### src/logic/riscv_isa_pkg.sv
package riscv_isa_pkg;

	localparam int XLEN       = 32;
	localparam int REG_ADDR_W = 5;

	typedef logic [XLEN-1:0]       word_t;
	typedef logic [31:0]           inst_t;
	typedef logic [REG_ADDR_W-1:0] reg_addr_t;
	typedef logic [6:0]            opcode_t;
	typedef logic [2:0]            funct3_t;
	typedef logic [6:0]            funct7_t;

	// instruction field positions
	localparam int RD_LSB  = 7;
	localparam int F3_LSB  = 12;
	localparam int RS1_LSB = 15;
	localparam int RS2_LSB = 20;
	localparam int F7_LSB  = 25;
	localparam int IMM_LSB = 20; // I-type immediate, also shamt
	localparam int U_LSB   = 12;

	// major opcodes
	localparam opcode_t OPC_OP     = 7'b0110011;
	localparam opcode_t OPC_OP_IMM = 7'b0010011;
	localparam opcode_t OPC_BRANCH = 7'b1100011;
	localparam opcode_t OPC_LOAD   = 7'b0000011;
	localparam opcode_t OPC_STORE  = 7'b0100011;
	localparam opcode_t OPC_LUI    = 7'b0110111;
	localparam opcode_t OPC_AUIPC  = 7'b0010111;
	localparam opcode_t OPC_JAL    = 7'b1101111;
	localparam opcode_t OPC_JALR   = 7'b1100111;

	// OP / OP_IMM
	localparam funct3_t F3_ADD_SUB = 3'b000;
	localparam funct3_t F3_SLL     = 3'b001;
	localparam funct3_t F3_SLT     = 3'b010;
	localparam funct3_t F3_SLTU    = 3'b011;
	localparam funct3_t F3_XOR     = 3'b100;
	localparam funct3_t F3_SRL_SRA = 3'b101;
	localparam funct3_t F3_OR      = 3'b110;
	localparam funct3_t F3_AND     = 3'b111;

	// conditional branches
	localparam funct3_t F3_BEQ  = 3'b000;
	localparam funct3_t F3_BNE  = 3'b001;
	localparam funct3_t F3_BLT  = 3'b100;
	localparam funct3_t F3_BGE  = 3'b101;
	localparam funct3_t F3_BLTU = 3'b110;
	localparam funct3_t F3_BGEU = 3'b111;

	// loads and stores
	localparam funct3_t F3_LB  = 3'b000;
	localparam funct3_t F3_LH  = 3'b001;
	localparam funct3_t F3_LW  = 3'b010;
	localparam funct3_t F3_LBU = 3'b100;
	localparam funct3_t F3_LHU = 3'b101;
	localparam funct3_t F3_SB  = 3'b000;
	localparam funct3_t F3_SH  = 3'b001;
	localparam funct3_t F3_SW  = 3'b010;
	localparam funct3_t F3_JALR = 3'b000;

	localparam funct7_t F7_BASE = 7'b0000000;
	localparam funct7_t F7_ALT  = 7'b0100000; // SUB, SRA, SRAI

	localparam reg_addr_t LINK_REG   = 5'd1; // ra
	localparam word_t     INST_BYTES = 32'd4;

endpackage

### src/logic/id_stage_pkg.sv
package id_stage_pkg;

	typedef logic [4:0] alu_op_t;
	typedef logic [2:0] alu_sel_t;
	typedef logic [3:0] br_kind_t; // nine kinds, does not fit in 3 bits

	localparam alu_op_t ALU_NOP  = 5'd0;
	localparam alu_op_t ALU_OR   = 5'd1;
	localparam alu_op_t ALU_AND  = 5'd2;
	localparam alu_op_t ALU_XOR  = 5'd3;
	localparam alu_op_t ALU_SLL  = 5'd4;
	localparam alu_op_t ALU_SRL  = 5'd5;
	localparam alu_op_t ALU_SRA  = 5'd6;
	localparam alu_op_t ALU_ADD  = 5'd7;
	localparam alu_op_t ALU_SUB  = 5'd8;
	localparam alu_op_t ALU_SLT  = 5'd9;
	localparam alu_op_t ALU_SLTU = 5'd10;
	localparam alu_op_t ALU_LB   = 5'd11;
	localparam alu_op_t ALU_LH   = 5'd12;
	localparam alu_op_t ALU_LBU  = 5'd13;
	localparam alu_op_t ALU_LHU  = 5'd14;
	localparam alu_op_t ALU_LW   = 5'd15;
	localparam alu_op_t ALU_SB   = 5'd16;
	localparam alu_op_t ALU_SH   = 5'd17;
	localparam alu_op_t ALU_SW   = 5'd18;
	localparam alu_op_t ALU_BEQ  = 5'd19;
	localparam alu_op_t ALU_BNE  = 5'd20;
	localparam alu_op_t ALU_BLT  = 5'd21;
	localparam alu_op_t ALU_BGE  = 5'd22;
	localparam alu_op_t ALU_BLTU = 5'd23;
	localparam alu_op_t ALU_BGEU = 5'd24;
	localparam alu_op_t ALU_JAL  = 5'd25;
	localparam alu_op_t ALU_JALR = 5'd26;

	// result class seen by execute
	localparam alu_sel_t SEL_NOP         = 3'd0;
	localparam alu_sel_t SEL_LOGIC       = 3'd1;
	localparam alu_sel_t SEL_SHIFT       = 3'd2;
	localparam alu_sel_t SEL_ARITH       = 3'd3;
	localparam alu_sel_t SEL_LOAD_STORE  = 3'd4;
	localparam alu_sel_t SEL_JUMP_BRANCH = 3'd5;

	localparam br_kind_t BR_NONE = 4'd0;
	localparam br_kind_t BR_EQ   = 4'd1;
	localparam br_kind_t BR_NE   = 4'd2;
	localparam br_kind_t BR_LT   = 4'd3;
	localparam br_kind_t BR_GE   = 4'd4;
	localparam br_kind_t BR_LTU  = 4'd5;
	localparam br_kind_t BR_GEU  = 4'd6;
	localparam br_kind_t BR_JAL  = 4'd7;
	localparam br_kind_t BR_JALR = 4'd8;

	typedef struct packed {
		logic                     re;
		riscv_isa_pkg::reg_addr_t addr;
	} rf_rd_t;

	typedef struct packed {
		logic                     we;
		riscv_isa_pkg::reg_addr_t wd;
		riscv_isa_pkg::word_t     wdata;
	} fwd_src_t;

	typedef struct packed {
		fwd_src_t fwd;
		alu_op_t  alu_op; // tells a load apart from the rest
	} ex_fwd_t;

	typedef struct packed {
		alu_op_t                  alu_op;
		alu_sel_t                 alu_sel;
		rf_rd_t                   rs1;
		rf_rd_t                   rs2;
		riscv_isa_pkg::reg_addr_t wd;
		logic                     wreg;
		riscv_isa_pkg::word_t     imm;
		logic                     use_pc;
		br_kind_t                 br_kind;
	} dec_t;

	typedef struct packed {
		alu_op_t                  alu_op;
		alu_sel_t                 alu_sel;
		riscv_isa_pkg::word_t     reg1;
		riscv_isa_pkg::word_t     reg2;
		riscv_isa_pkg::reg_addr_t wd;
		logic                     wreg;
		riscv_isa_pkg::word_t     link_addr;
	} id_ex_t;

	typedef struct packed {
		logic                 taken;
		riscv_isa_pkg::word_t target;
	} branch_t;

	localparam id_ex_t ID_EX_BUBBLE = '{
		alu_op:    ALU_NOP,
		alu_sel:   SEL_NOP,
		reg1:      '0,
		reg2:      '0,
		wd:        '0,
		wreg:      1'b0,
		link_addr: '0
	};

endpackage

### src/logic/inst_decoder.sv
`timescale 1ns/1ps

module inst_decoder (
	input  riscv_isa_pkg::inst_t inst_i,
	output id_stage_pkg::dec_t   dec_o
);
	import riscv_isa_pkg::*;
	import id_stage_pkg::*;

	opcode_t   opcode;
	funct3_t   f3;
	funct7_t   f7;
	reg_addr_t rd;
	reg_addr_t rs1;
	reg_addr_t rs2;
	word_t     imm_i;
	word_t     imm_u;
	word_t     shamt;
	logic      is_imm;
	logic      base_ok;
	alu_op_t   arith_op;
	alu_sel_t  arith_sel;

	assign opcode  = inst_i[6:0];
	assign f3      = inst_i[F3_LSB +: 3];
	assign f7      = inst_i[F7_LSB +: 7];
	assign rd      = inst_i[RD_LSB +: REG_ADDR_W];
	assign rs1     = inst_i[RS1_LSB +: REG_ADDR_W];
	assign rs2     = inst_i[RS2_LSB +: REG_ADDR_W];
	assign imm_i   = {{20{inst_i[31]}}, inst_i[IMM_LSB +: 12]};
	assign imm_u   = {inst_i[U_LSB +: 20], 12'b0};
	assign shamt   = word_t'(inst_i[IMM_LSB +: 5]);
	assign is_imm  = (opcode == OPC_OP_IMM);
	assign base_ok = is_imm || (f7 == F7_BASE); // funct7 is immediate bits in I-type

	// shared funct3 decode of register and immediate ALU forms
	always_comb begin
		arith_op = ALU_NOP;
		case (f3)
			F3_ADD_SUB: begin
				if (base_ok) arith_op = ALU_ADD;
				else if (f7 == F7_ALT) arith_op = ALU_SUB; // no SUBI
			end
			F3_SLL:     if (f7 == F7_BASE) arith_op = ALU_SLL;
			F3_SLT:     if (base_ok) arith_op = ALU_SLT;
			F3_SLTU:    if (base_ok) arith_op = ALU_SLTU;
			F3_XOR:     if (base_ok) arith_op = ALU_XOR;
			F3_SRL_SRA: begin
				if (f7 == F7_BASE) arith_op = ALU_SRL;
				else if (f7 == F7_ALT) arith_op = ALU_SRA;
			end
			F3_OR:      if (base_ok) arith_op = ALU_OR;
			F3_AND:     if (base_ok) arith_op = ALU_AND;
		endcase
	end

	always_comb begin
		case (arith_op)
			ALU_OR, ALU_AND, ALU_XOR: arith_sel = SEL_LOGIC;
			ALU_SLL, ALU_SRL, ALU_SRA: arith_sel = SEL_SHIFT;
			ALU_NOP: arith_sel = SEL_NOP;
			default: arith_sel = SEL_ARITH;
		endcase
	end

	always_comb begin
		// nop bundle unless an encoding below matches
		dec_o.alu_op  = ALU_NOP;
		dec_o.alu_sel = SEL_NOP;
		dec_o.rs1     = '{re: 1'b0, addr: '0};
		dec_o.rs2     = '{re: 1'b0, addr: '0};
		dec_o.wd      = '0;
		dec_o.wreg    = 1'b0;
		dec_o.imm     = '0;
		dec_o.use_pc  = 1'b0;
		dec_o.br_kind = BR_NONE;
		case (opcode)
			OPC_OP, OPC_OP_IMM: begin
				if (arith_op != ALU_NOP) begin
					dec_o.alu_op  = arith_op;
					dec_o.alu_sel = arith_sel;
					dec_o.rs1     = '{re: 1'b1, addr: rs1};
					if (!is_imm) dec_o.rs2 = '{re: 1'b1, addr: rs2};
					else if (arith_sel == SEL_SHIFT) dec_o.imm = shamt;
					else dec_o.imm = imm_i;
					dec_o.wd   = rd;
					dec_o.wreg = 1'b1;
				end
			end
			OPC_LUI: begin
				dec_o.alu_op  = ALU_OR; // x0 | imm
				dec_o.alu_sel = SEL_LOGIC;
				dec_o.rs1     = '{re: 1'b1, addr: '0};
				dec_o.imm     = imm_u;
				dec_o.wd      = rd;
				dec_o.wreg    = 1'b1;
			end
			OPC_AUIPC: begin
				dec_o.alu_op  = ALU_ADD; // pc + imm
				dec_o.alu_sel = SEL_ARITH;
				dec_o.use_pc  = 1'b1;
				dec_o.imm     = imm_u;
				dec_o.wd      = rd;
				dec_o.wreg    = 1'b1;
			end
			OPC_LOAD: begin
				case (f3)
					F3_LB:   dec_o.alu_op = ALU_LB;
					F3_LH:   dec_o.alu_op = ALU_LH;
					F3_LW:   dec_o.alu_op = ALU_LW;
					F3_LBU:  dec_o.alu_op = ALU_LBU;
					F3_LHU:  dec_o.alu_op = ALU_LHU;
					default: dec_o.alu_op = ALU_NOP;
				endcase
				if (dec_o.alu_op != ALU_NOP) begin
					dec_o.alu_sel = SEL_LOAD_STORE;
					dec_o.rs1     = '{re: 1'b1, addr: rs1}; // base
					dec_o.imm     = imm_i;
					dec_o.wd      = rd;
					dec_o.wreg    = 1'b1;
				end
			end
			OPC_STORE: begin
				case (f3)
					F3_SB:   dec_o.alu_op = ALU_SB;
					F3_SH:   dec_o.alu_op = ALU_SH;
					F3_SW:   dec_o.alu_op = ALU_SW;
					default: dec_o.alu_op = ALU_NOP;
				endcase
				if (dec_o.alu_op != ALU_NOP) begin
					dec_o.alu_sel = SEL_LOAD_STORE;
					dec_o.rs1     = '{re: 1'b1, addr: rs1};
					dec_o.rs2     = '{re: 1'b1, addr: rs2}; // store data
				end
			end
			OPC_BRANCH: begin
				case (f3)
					F3_BEQ:  {dec_o.alu_op, dec_o.br_kind} = {ALU_BEQ, BR_EQ};
					F3_BNE:  {dec_o.alu_op, dec_o.br_kind} = {ALU_BNE, BR_NE};
					F3_BLT:  {dec_o.alu_op, dec_o.br_kind} = {ALU_BLT, BR_LT};
					F3_BGE:  {dec_o.alu_op, dec_o.br_kind} = {ALU_BGE, BR_GE};
					F3_BLTU: {dec_o.alu_op, dec_o.br_kind} = {ALU_BLTU, BR_LTU};
					F3_BGEU: {dec_o.alu_op, dec_o.br_kind} = {ALU_BGEU, BR_GEU};
					default: {dec_o.alu_op, dec_o.br_kind} = {ALU_NOP, BR_NONE};
				endcase
				if (dec_o.alu_op != ALU_NOP) begin
					dec_o.alu_sel = SEL_JUMP_BRANCH;
					dec_o.rs1     = '{re: 1'b1, addr: rs1};
					dec_o.rs2     = '{re: 1'b1, addr: rs2};
				end
			end
			OPC_JAL: begin
				dec_o.alu_op  = ALU_JAL;
				dec_o.alu_sel = SEL_JUMP_BRANCH;
				dec_o.wd      = LINK_REG;
				dec_o.wreg    = 1'b1;
				dec_o.br_kind = BR_JAL;
			end
			OPC_JALR: begin
				if (f3 == F3_JALR) begin
					dec_o.alu_op  = ALU_JALR;
					dec_o.alu_sel = SEL_JUMP_BRANCH;
					dec_o.rs1     = '{re: 1'b1, addr: rs1};
					dec_o.imm     = imm_i; // offset added in the branch unit
					dec_o.wd      = LINK_REG;
					dec_o.wreg    = 1'b1;
					dec_o.br_kind = BR_JALR;
				end
			end
			default: ;
		endcase
	end

endmodule

### src/logic/operand_bypass.sv
`timescale 1ns/1ps

module operand_bypass (
	input  id_stage_pkg::rf_rd_t   rd_i,
	input  riscv_isa_pkg::word_t   imm_i,
	input  logic                   use_pc_i,
	input  riscv_isa_pkg::word_t   pc_i,
	input  riscv_isa_pkg::word_t   rf_data_i,
	input  id_stage_pkg::ex_fwd_t  ex_fwd_i,
	input  id_stage_pkg::fwd_src_t mem_fwd_i,
	output riscv_isa_pkg::word_t   operand_o,
	output logic                   hazard_o
);
	import id_stage_pkg::*;

	logic ex_hit;
	logic mem_hit;
	logic ex_is_load;

	assign ex_hit  = ex_fwd_i.fwd.we && (ex_fwd_i.fwd.wd == rd_i.addr);
	assign mem_hit = mem_fwd_i.we && (mem_fwd_i.wd == rd_i.addr);

	assign ex_is_load = ex_fwd_i.alu_op inside {ALU_LB, ALU_LH, ALU_LBU, ALU_LHU, ALU_LW};

	// load data not ready until mem, so hold this instruction a cycle
	assign hazard_o = rd_i.re && ex_is_load && (ex_fwd_i.fwd.wd == rd_i.addr);

	always_comb begin
		if (use_pc_i)
			operand_o = pc_i;
		else if (!rd_i.re)
			operand_o = imm_i;
		else if (ex_hit)
			operand_o = ex_fwd_i.fwd.wdata; // youngest result wins
		else if (mem_hit)
			operand_o = mem_fwd_i.wdata;
		else
			operand_o = rf_data_i;
	end

endmodule

### src/logic/branch_unit.sv
`timescale 1ns/1ps

module branch_unit (
	input  riscv_isa_pkg::word_t   pc_i,
	input  id_stage_pkg::br_kind_t kind_i,
	input  riscv_isa_pkg::word_t   imm_i,
	input  riscv_isa_pkg::inst_t   inst_i,
	input  riscv_isa_pkg::word_t   op1_i,
	input  riscv_isa_pkg::word_t   op2_i,
	output id_stage_pkg::branch_t  branch_o,
	output riscv_isa_pkg::word_t   link_o
);
	import riscv_isa_pkg::*;
	import id_stage_pkg::*;

	word_t b_off;
	word_t j_off;
	word_t target;
	logic  taken;

	// offsets are in units of 2 bytes, bit 0 implied zero
	assign b_off = {{19{inst_i[31]}}, inst_i[31], inst_i[7], inst_i[30:25], inst_i[11:8], 1'b0};
	assign j_off = {{11{inst_i[31]}}, inst_i[31], inst_i[19:12], inst_i[20], inst_i[30:21], 1'b0};

	always_comb begin
		taken  = 1'b0;
		target = pc_i + b_off;
		case (kind_i)
			BR_EQ:   taken = (op1_i == op2_i);
			BR_NE:   taken = (op1_i != op2_i);
			BR_LT:   taken = ($signed(op1_i) < $signed(op2_i));
			BR_GE:   taken = ($signed(op1_i) >= $signed(op2_i));
			BR_LTU:  taken = (op1_i < op2_i);
			BR_GEU:  taken = (op1_i >= op2_i);
			BR_JAL: begin
				taken  = 1'b1;
				target = pc_i + j_off;
			end
			BR_JALR: begin
				taken  = 1'b1;
				target = (op1_i + imm_i) & ~word_t'(1); // base is the bypassed rs1
			end
			default: taken = 1'b0;
		endcase
	end

	assign branch_o.taken  = taken;
	assign branch_o.target = taken ? target : '0;

	assign link_o = (kind_i == BR_JAL || kind_i == BR_JALR) ? pc_i + INST_BYTES : '0;

endmodule

### src/logic/id_ex_reg.sv
`timescale 1ns/1ps

module id_ex_reg (
	input  logic                 clk_i,
	input  logic                 arst_n_i,
	input  id_stage_pkg::dec_t   dec_i,
	input  riscv_isa_pkg::word_t op1_i,
	input  riscv_isa_pkg::word_t op2_i,
	input  riscv_isa_pkg::word_t link_i,
	input  logic                 hazard1_i,
	input  logic                 hazard2_i,
	output id_stage_pkg::id_ex_t id_ex_o,
	output logic                 stall_o
);
	import id_stage_pkg::*;

	assign stall_o = hazard1_i | hazard2_i;

	always_ff @(posedge clk_i or negedge arst_n_i) begin
		if (!arst_n_i) begin
			id_ex_o <= ID_EX_BUBBLE;
		end else if (stall_o) begin
			id_ex_o <= ID_EX_BUBBLE; // fetch holds, execute sees a nop
		end else begin
			id_ex_o.alu_op    <= dec_i.alu_op;
			id_ex_o.alu_sel   <= dec_i.alu_sel;
			id_ex_o.reg1      <= op1_i;
			id_ex_o.reg2      <= op2_i;
			id_ex_o.wd        <= dec_i.wd;
			id_ex_o.wreg      <= dec_i.wreg;
			id_ex_o.link_addr <= link_i;
		end
	end

endmodule

### src/logic/id_stage.sv
`timescale 1ns/1ps

module id_stage (
	input  logic                   clk_i,
	input  logic                   arst_n_i,
	input  riscv_isa_pkg::word_t   pc_i,
	input  riscv_isa_pkg::inst_t   inst_i,
	input  id_stage_pkg::ex_fwd_t  ex_fwd_i,
	input  id_stage_pkg::fwd_src_t mem_fwd_i,
	input  riscv_isa_pkg::word_t   rf_data1_i,
	input  riscv_isa_pkg::word_t   rf_data2_i,
	output id_stage_pkg::rf_rd_t   rf_rd1_o,
	output id_stage_pkg::rf_rd_t   rf_rd2_o,
	output id_stage_pkg::id_ex_t   id_ex_o,
	output id_stage_pkg::branch_t  branch_o,
	output logic                   stall_o
);
	import riscv_isa_pkg::*;
	import id_stage_pkg::*;

	dec_t  dec;
	word_t op1;
	word_t op2;
	word_t link;
	logic  hazard1;
	logic  hazard2;

	inst_decoder i_inst_decoder (
		.inst_i (inst_i),
		.dec_o  (dec)
	);

	// register file answers in the same cycle
	assign rf_rd1_o = dec.rs1;
	assign rf_rd2_o = dec.rs2;

	operand_bypass i_bypass1 (
		.rd_i      (dec.rs1),
		.imm_i     (dec.imm),
		.use_pc_i  (dec.use_pc), // auipc
		.pc_i      (pc_i),
		.rf_data_i (rf_data1_i),
		.ex_fwd_i  (ex_fwd_i),
		.mem_fwd_i (mem_fwd_i),
		.operand_o (op1),
		.hazard_o  (hazard1)
	);

	operand_bypass i_bypass2 (
		.rd_i      (dec.rs2),
		.imm_i     (dec.imm),
		.use_pc_i  (1'b0),
		.pc_i      (pc_i),
		.rf_data_i (rf_data2_i),
		.ex_fwd_i  (ex_fwd_i),
		.mem_fwd_i (mem_fwd_i),
		.operand_o (op2),
		.hazard_o  (hazard2)
	);

	branch_unit i_branch_unit (
		.pc_i     (pc_i),
		.kind_i   (dec.br_kind),
		.imm_i    (dec.imm),
		.inst_i   (inst_i),
		.op1_i    (op1),
		.op2_i    (op2),
		.branch_o (branch_o),
		.link_o   (link)
	);

	id_ex_reg i_id_ex_reg (
		.clk_i     (clk_i),
		.arst_n_i  (arst_n_i),
		.dec_i     (dec),
		.op1_i     (op1),
		.op2_i     (op2),
		.link_i    (link),
		.hazard1_i (hazard1),
		.hazard2_i (hazard2),
		.id_ex_o   (id_ex_o),
		.stall_o   (stall_o)
	);

endmodule

### config.mk
export PLATFORM = sky130hd
export DESIGN_NAME = id_stage
export DESIGN_NICKNAME = d
export VERILOG_FILES = /design/src/logic/riscv_isa_pkg.sv /design/src/logic/id_stage_pkg.sv /design/src/logic/inst_decoder.sv /design/src/logic/operand_bypass.sv /design/src/logic/branch_unit.sv /design/src/logic/id_ex_reg.sv /design/src/logic/id_stage.sv
export SDC_FILE = /design/constraint.sdc
export NUM_CORES = 1
export LEC_CHECK = 0
export BUFFER_PORTS_ARGS = -buffer_cell sky130_fd_sc_hd__buf_2
export CAP_MARGIN = 20
export CELL_PAD_IN_SITES_DETAIL_PLACEMENT = 2
export CELL_PAD_IN_SITES_GLOBAL_PLACEMENT = 2
export CORE_MARGIN = 5
export CORE_UTILIZATION = 29
export DETAILED_ROUTE_END_ITERATION = 10
export PLACE_DENSITY_LB_ADDON = 0.2
export SETUP_SLACK_MARGIN = 0.4
export SLEW_MARGIN = 20
export SYNTH_ARGS = -nofsm -noshare
export SYNTH_HDL_FRONTEND = slang
export SYNTH_SLANG_ARGS = --single-unit
### constraint.sdc
create_clock -name clk_i -period 7.6 [get_ports clk_i]
set_clock_uncertainty 0.2 [all_clocks]
set_input_delay 0.38 -clock clk_i [delete_from_list [all_inputs] [get_ports clk_i]]
set_output_delay 0.38 -clock clk_i [all_outputs]
set_load 0.05 [all_outputs]
==> results of run 1 <==
==> critical path, stage by stage <==
cell,delay [ns]
clkbuf_4,0.19
mux2_2,0.35
o221a_1,0.29
o21a_4,0.26
a221oi_2,0.34
o21a_1,0.20
nand2_1,0.11
buf_12,0.18
buf_4,0.14
mux2i_1,0.12
o21ai_0,0.22
a22o_1,0.34
ha_1,0.31
a21o_1,0.18
a21o_1,0.17
a21o_1,0.17
a21o_1,0.19
a21o_1,0.19
a21oi_1,0.15
nor2b_1,0.09
o31ai_4,0.28
nand2_1,0.14
mux2i_1,0.14
a2111o_1,0.45
nand2_1,0.17
buf_6,0.31
nor2_1,0.14
buf_2,0.24
==> layout by cell type, fill, tap and decap left out, drive strengths merged, types with 25 or more instances in the layout <==
master	synthesis	layout
buf	24	434
nor2	188	188
a21oi	142	142
nand2	133	133
dfrtp	110	110
ha	92	92
o21ai	91	91
mux2i	67	67
a21o	62	62
xnor2	54	54
inv	45	46
nor2b	43	43
xor2	38	38
nand3	36	36
a22o	25	25
==> per-layer routing <==
layer  vias to the layer above  part of all wire (%)
met2                       353                    46
met1                      6483                    47
met4                         2                   2.3
met3                        63                   4.6
li1                       5891                     -
met5                         -                 0.031
==> worst paths after layout <==
kind	cells past startpoint	slack [ns]	to	startpoint
setup / recovery	28	0.59	branch_o[2]	inst_i[5]
hold / removal	2	0.06	i_id_ex_reg.id_ex_o[34]	inst_i[8]
max in group asynchronous	3	5.49	i_id_ex_reg.id_ex_o[60]	arst_n_i
min in group asynchronous	2	0.39	i_id_ex_reg.id_ex_o[8]	arst_n_i
==> through the flow <==
step	total power [uW]	utilization, %	area [sq um]	setup TNS, ns	cells
global placement	1341	36.51	14080	0	2307
floorplan	1044	-	11350	0	1441
CTS	1884	37.67	14520	0	2333
finish	1890	38.46	14830	0	2348
global route	1978	38.46	14830	0	2348
detailed placement	1354	36.51	14080	-7.658	2307
==> power by group <==
part           switching (uW)  internal (uW)  leakage, uW  total [uW]
Combinational             510            261      0.00615         770
Sequential               1.95            591      0.00153         593
Clock                     236            291     0.000160         527
==> logic make-up (layout without fill, tap and decap cells) <==
group / count (synthesis) / count (layout)
simple gates: 525 / 525
other cells: 0 / 1
xor+xnor: 92 / 92
mux: 68 / 68
compound gates: 439 / 439
fa+ha+maj: 94 / 94
flops: 110 / 110
buf+inv: 113 / 501
==> cell type report <==
type / count / area [sq um] / share of cell area, %
antenna: 1 / 2.502 / 0.01688
clock buffer: 9 / 225.2 / 1.519
clock inverter: 7 / 96.34 / 0.6497
inverter: 45 / 168.9 / 1.139
multi-input combinational: 1218 / 8362 / 56.39
sequential: 110 / 2753 / 18.56
tap: 518 / 648.1 / 4.371
timing repair buffer: 440 / 2572 / 17.35
==> repair_timing <==
item	4_1_cts	5_1_grt
gates resized for setup	14	46
pin swaps	4	10
endpoints found under the hold margin	49	0
hold buffers	1	0
setup endpoints to repair	33	33
setup buffers	9	14
==> flow_summary.toml, run 1 <==
[synthesis]
async_flop_share_pct = 100.0
synth-edff-count = 0
synth-simple-area-share_pct = 22.01
syn_nets = 1746
synth_area_per_cell_sq_um = 7.838
synth_fa_ha_area_share_pct = 10.55
yosys_register_bits = 110
netlist_instances = 1441
synth-xor-area-share_pct = 7.201
synth.distinct_cells = 92
synth_top_family_by_area = "compound AO/OA/AOI/OAI gates"
synth_compound_area_share_pct = 25.61
synthMuxAreaShare_pct = 6.148
synth.top_cells.by_count = "188 x nor2_1, 142 x a21oi_1, 131 x nand2_1"
synth.most_common_cell = "nor2_1"
netlist_area_sq_um = 11290
yosysTopAreaCellShare_pct = 24.37
synth_warnings = 0
yosysSeqAreaShare_pct = 24.37
netlist_top_cells_area = "dfrtp_1 24%, ha_1 10%, a21oi_1 6.3%"
yosys.area.top_type = "dfrtp_1"
ys.flop_type = "dfrtp_1"

[worst_setup_path]
end_kind = "output pin"
crit_path_start_kind = "input pin"
critPathMaxFanout = 22
worstPathArrival_ns = 6.43
required_ns = 7.02
path_class = "in2out"

[sta]
finalHoldViolations = 0
worst_pin_slew_ns = 0.9880
worst_slack_ns = 0.5908
max_slew_margin_pct = 33.44
holdWs_ns = 0.06328
period_minus_slack_ns = 7.009
rsz0062_at_grt = "false"
setup_viol = 0
max_freq_mhz = 142.7
post-route-period-util_pct = 92.23
slew_violations = 0

[cells_and_area]
top_regs = "i_id_ex_reg.id_ex_o: 110 flops"
fin_nets = 2129
nFillCells = 4512
synthToLayoutAreaGrowth_pct = 31.28
top_register = "i_id_ex_reg.id_ex_o"
largest_reg_flops = 110
drive_gt1_share_pct = 29.31

[global_route]
grtUsageMet3_pct = 4.156
grt_util_all_layers_pct = 28.30
antenna_found_initial = 5
met1_usage_pct = 39.95
use_met2_pct = 45.78
first_global_vias = 13691
grt_overflow = 0
grt_pass1_wl_mm = 93.27
grt_max_degree = 62
grt_busiest_layer = "met2"

[drt]
drt-pass1-iter-count = 5
vias = 12792
drt_wl_total_mm = 63.57
drc = 0
ant_nets = 0
routed_via_density = 5.448
post_drt_wl_per_cell_um = 27.07
drt-initial-drc-count = 806

[pwr]
ir_worst_vdd_mv = 0.1027
p_leak_uw = 0.007839
power_density_nw_per_um2 = 127.4

[floorplan]
initial_core_util_pct = 29.29
rows = 72
io_pins = 367
die_area_sq_um = 42990
core_area_sq_um = 38560
die_x_um = 207.4
die_h_um = 207.4

[run]
max_cap_violations = 0

[place]
hpwl_mm = 53.28
dp_slack_ns = -0.3211
place_congestion = 0.9150
numPortBuffers = 366

[clocking]
h-tree-depth = 3
cts_num_sinks = 110
clk_path_buf_depth = 2
clkTransAtPathRegs_ns = 0.07
cts_buffers = 9
cts-root-buf = "clkbuf_16"
cts_tree = "done"

[outcome]
status = "completed"

[min_path]
hp-class = "in2reg"
Power figures use the tool's default switching activity.
==> run 2, diff against run 1 <==
--- a/config.mk
+++ b/config.mk
@@ -10,7 +10,8 @@
 export CELL_PAD_IN_SITES_DETAIL_PLACEMENT = 2
 export CELL_PAD_IN_SITES_GLOBAL_PLACEMENT = 2
 export CORE_MARGIN = 5
-export CORE_UTILIZATION = 29
+export CORE_UTILIZATION = 30
+export CTS_BUF_LIST = sky130_fd_sc_hd__clkbuf_4 sky130_fd_sc_hd__clkbuf_8
 export DETAILED_ROUTE_END_ITERATION = 10
 export PLACE_DENSITY_LB_ADDON = 0.2
 export SETUP_SLACK_MARGIN = 0.4
==> run 2 against run 1 <==
  * Design area fell by 0.18%
  * Critical path depth rose by 1
  * Total power fell by 2.4%
  * Maximum frequency fell by 0.78%
  * Die area fell by 3.2%
  * Hold slack got worse by 0.025 ns
  * Clock power fell by 9.7%
  * Utilization rose by 1.1 points
  * Via count rose by 0.16%
  * Combinational power rose by 0.8%
  * Wire length fell by 1.4%
==> flow_summary.toml, run 2 (same netlist as run 1, synthesis figures left out) <==
[floorplan]
io_pins = 367
initial_core_util_pct = 30.20
core_area_sq_um = 37400
die_area_sq_um = 41630
rows = 71
die_h_um = 204.0
die_x_um = 204.0

[cells_and_area]
final_cell_mix = "352 x buf_2, 185 x nor2_1, 133 x a21oi_1, 127 x nand2_1, 110 x dfrtp_1"
top_register = "i_id_ex_reg.id_ex_o"
top_regs = "i_id_ex_reg.id_ex_o: 110 flops"
drive_gt1_share_pct = 29.04
largest_reg_flops = 110
fin_nets = 2126
synthToLayoutAreaGrowth_pct = 31.05
final_util_pct = 39.58
final_common_cell = "buf_2"

[place]
numPortBuffers = 366
dp_slack_ns = -0.04051
place_congestion = 0.9203
hpwl_mm = 52.70

[sta]
period_minus_slack_ns = 7.064
slew_violations = 0
post-route-period-util_pct = 92.95
setup_viol = 0
worst_pin_slew_ns = 1.218
finalHoldViolations = 0
worst_slack_ns = 0.5358
max_freq_mhz = 141.6
rsz0062_at_grt = "false"
max_slew_margin_pct = 17.92

[worst_setup_path]
required_ns = 7.02
crit_end = "branch_o[30]"
slowest_delay_ns = 0.39
cp_slowest_cell = "o41a_1"
cp-startpoint = "inst_i[6]"
path_class = "in2out"
end_kind = "output pin"
crit_path_start_kind = "input pin"
worstPathArrival_ns = 6.48
cpMostUsedCell = "buf_4"
critPathMaxFanout = 19

[drt]
drt_wl_total_mm = 62.70
met2_length_mm = 28.90
drc = 0
post_drt_wl_per_cell_um = 26.83
routed_via_density = 5.482
drt-initial-drc-count = 607
vias = 12812
routed-wl-met3_mm = 3.520
drt-pass1-iter-count = 5
top_layer = "met4"
ant_nets = 0
wl_met1_mm = 28.64

[clocking]
cts_num_sinks = 110
cts-root-buf = "clkbuf_8"
clkTransAtPathRegs_ns = 0.11
clk_path_buf_depth = 2
cts_tree = "done"
cts_buffers = 9
h-tree-depth = 3

[outcome]
status = "completed"

[pwr]
p_int_uw = 1118
power_density_nw_per_um2 = 124.6
ir_worst_vdd_mv = 0.08379
p_sw_uw = 727.2
switching_share_pct = 39.42
combPwrFrac_pct = 42.0
clkPwrFrac_pct = 25.8
p_leak_uw = 0.007816
seq_power_share_pct = 32.1

[global_route]
grt_pass1_wl_mm = 90.03
antenna_found_initial = 1
first_global_vias = 13676
grt_util_all_layers_pct = 28.83
grt_max_degree = 68
grt_overflow = 0

[min_path]
hp-class = "in2reg"

[run]
max_cap_violations = 0
-- run 2: cell types whose count changed in the layout (fill, tap and decap cells not counted), sizes merged --
cell / change
bufinv: +2
clkbuf: -2
clkinv: -4
-- run 2: layer usage --
layer	track usage, %	vias up
li1	-	5895
met1	39.38	6482
met2	47.35	364
met3	5.014	71
met4	7.586	0
met5	0	-
-- run 2: critical path: cells and delay by family --
family                     cells  cell delay, ns
buffers and inverters          5            0.96
xor gates and xnor gates       1            0.22
and+or+nand+nor                4            0.67
muxes                          2            0.50
adders and majority gates      1            0.20
AOI/OAI and AO/OA             16            3.51
-- run 2: worst min-delay path by stage --
| stage | depth (start not counted) | endpoint | startpoint |
|---|---|---|---|
| 3_3_place_gp | 1 | i_id_ex_reg.id_ex_o[11] | arst_n_i |
| 5_1_grt | 2 | i_id_ex_reg.id_ex_o[36] | inst_i[10] |
| 4_1_cts | 2 | i_id_ex_reg.id_ex_o[33] | inst_i[7] |
| 3_5_place_dp | 1 | i_id_ex_reg.id_ex_o[7] | arst_n_i |
| 6_report | 2 | i_id_ex_reg.id_ex_o[33] | inst_i[7] |
| 2_1_floorplan | 0 | i_id_ex_reg.id_ex_o[0] | arst_n_i |
-- run 2: power by group through the flow --
| stage | clock network, uW | logic, uW | registers, uW |
|---|---|---|---|
| after global placement | 0 | 736 | 604 |
| final | 476 | 776 | 593 |
| after global routing | 504 | 825 | 594 |
| after floorplan | 0 | 418 | 627 |
| after detailed placement | 0 | 751 | 604 |
| after CTS | 482 | 761 | 593 |
-- run 2: repair_timing --
item / 4_1_cts / 5_1_grt
endpoints found under the setup margin: 31 / 33
setup buffers: 5 / 13
pin swaps: 2 / 16
resized for setup: 15 / 41
hold buffers: 1 / 0
hold endpoints to repair: 43 / 0
-- run 2: layout make-up --
type,instances,area (sq um)
fillers,4389,22600
inverters,45,168.9
diodes,1,2.502
flip-flops and latches,110,2753
clock inverters,5,128.9
repair buffers,437,2618
clock buffers,10,137.6
multi-input cells,1218,8354
well taps,511,639.4
-- run 2: per-stage QoR --
step / area (sq um) / std cells / power [uW] / hold WS, ns / setup TNS (ns)
after floorplan: 11350 / 1441 / 1044 / -0.1156 / 0
after global placement: 14130 / 2302 / 1341 / 0.2113 / 0
after detailed placement: 14130 / 2302 / 1355 / 0.2204 / -0.04051
after CTS: 14510 / 2323 / 1837 / 0.02007 / 0
after global routing: 14800 / 2337 / 1923 / 0.02552 / 0
final: 14800 / 2337 / 1845 / 0.03822 / 0
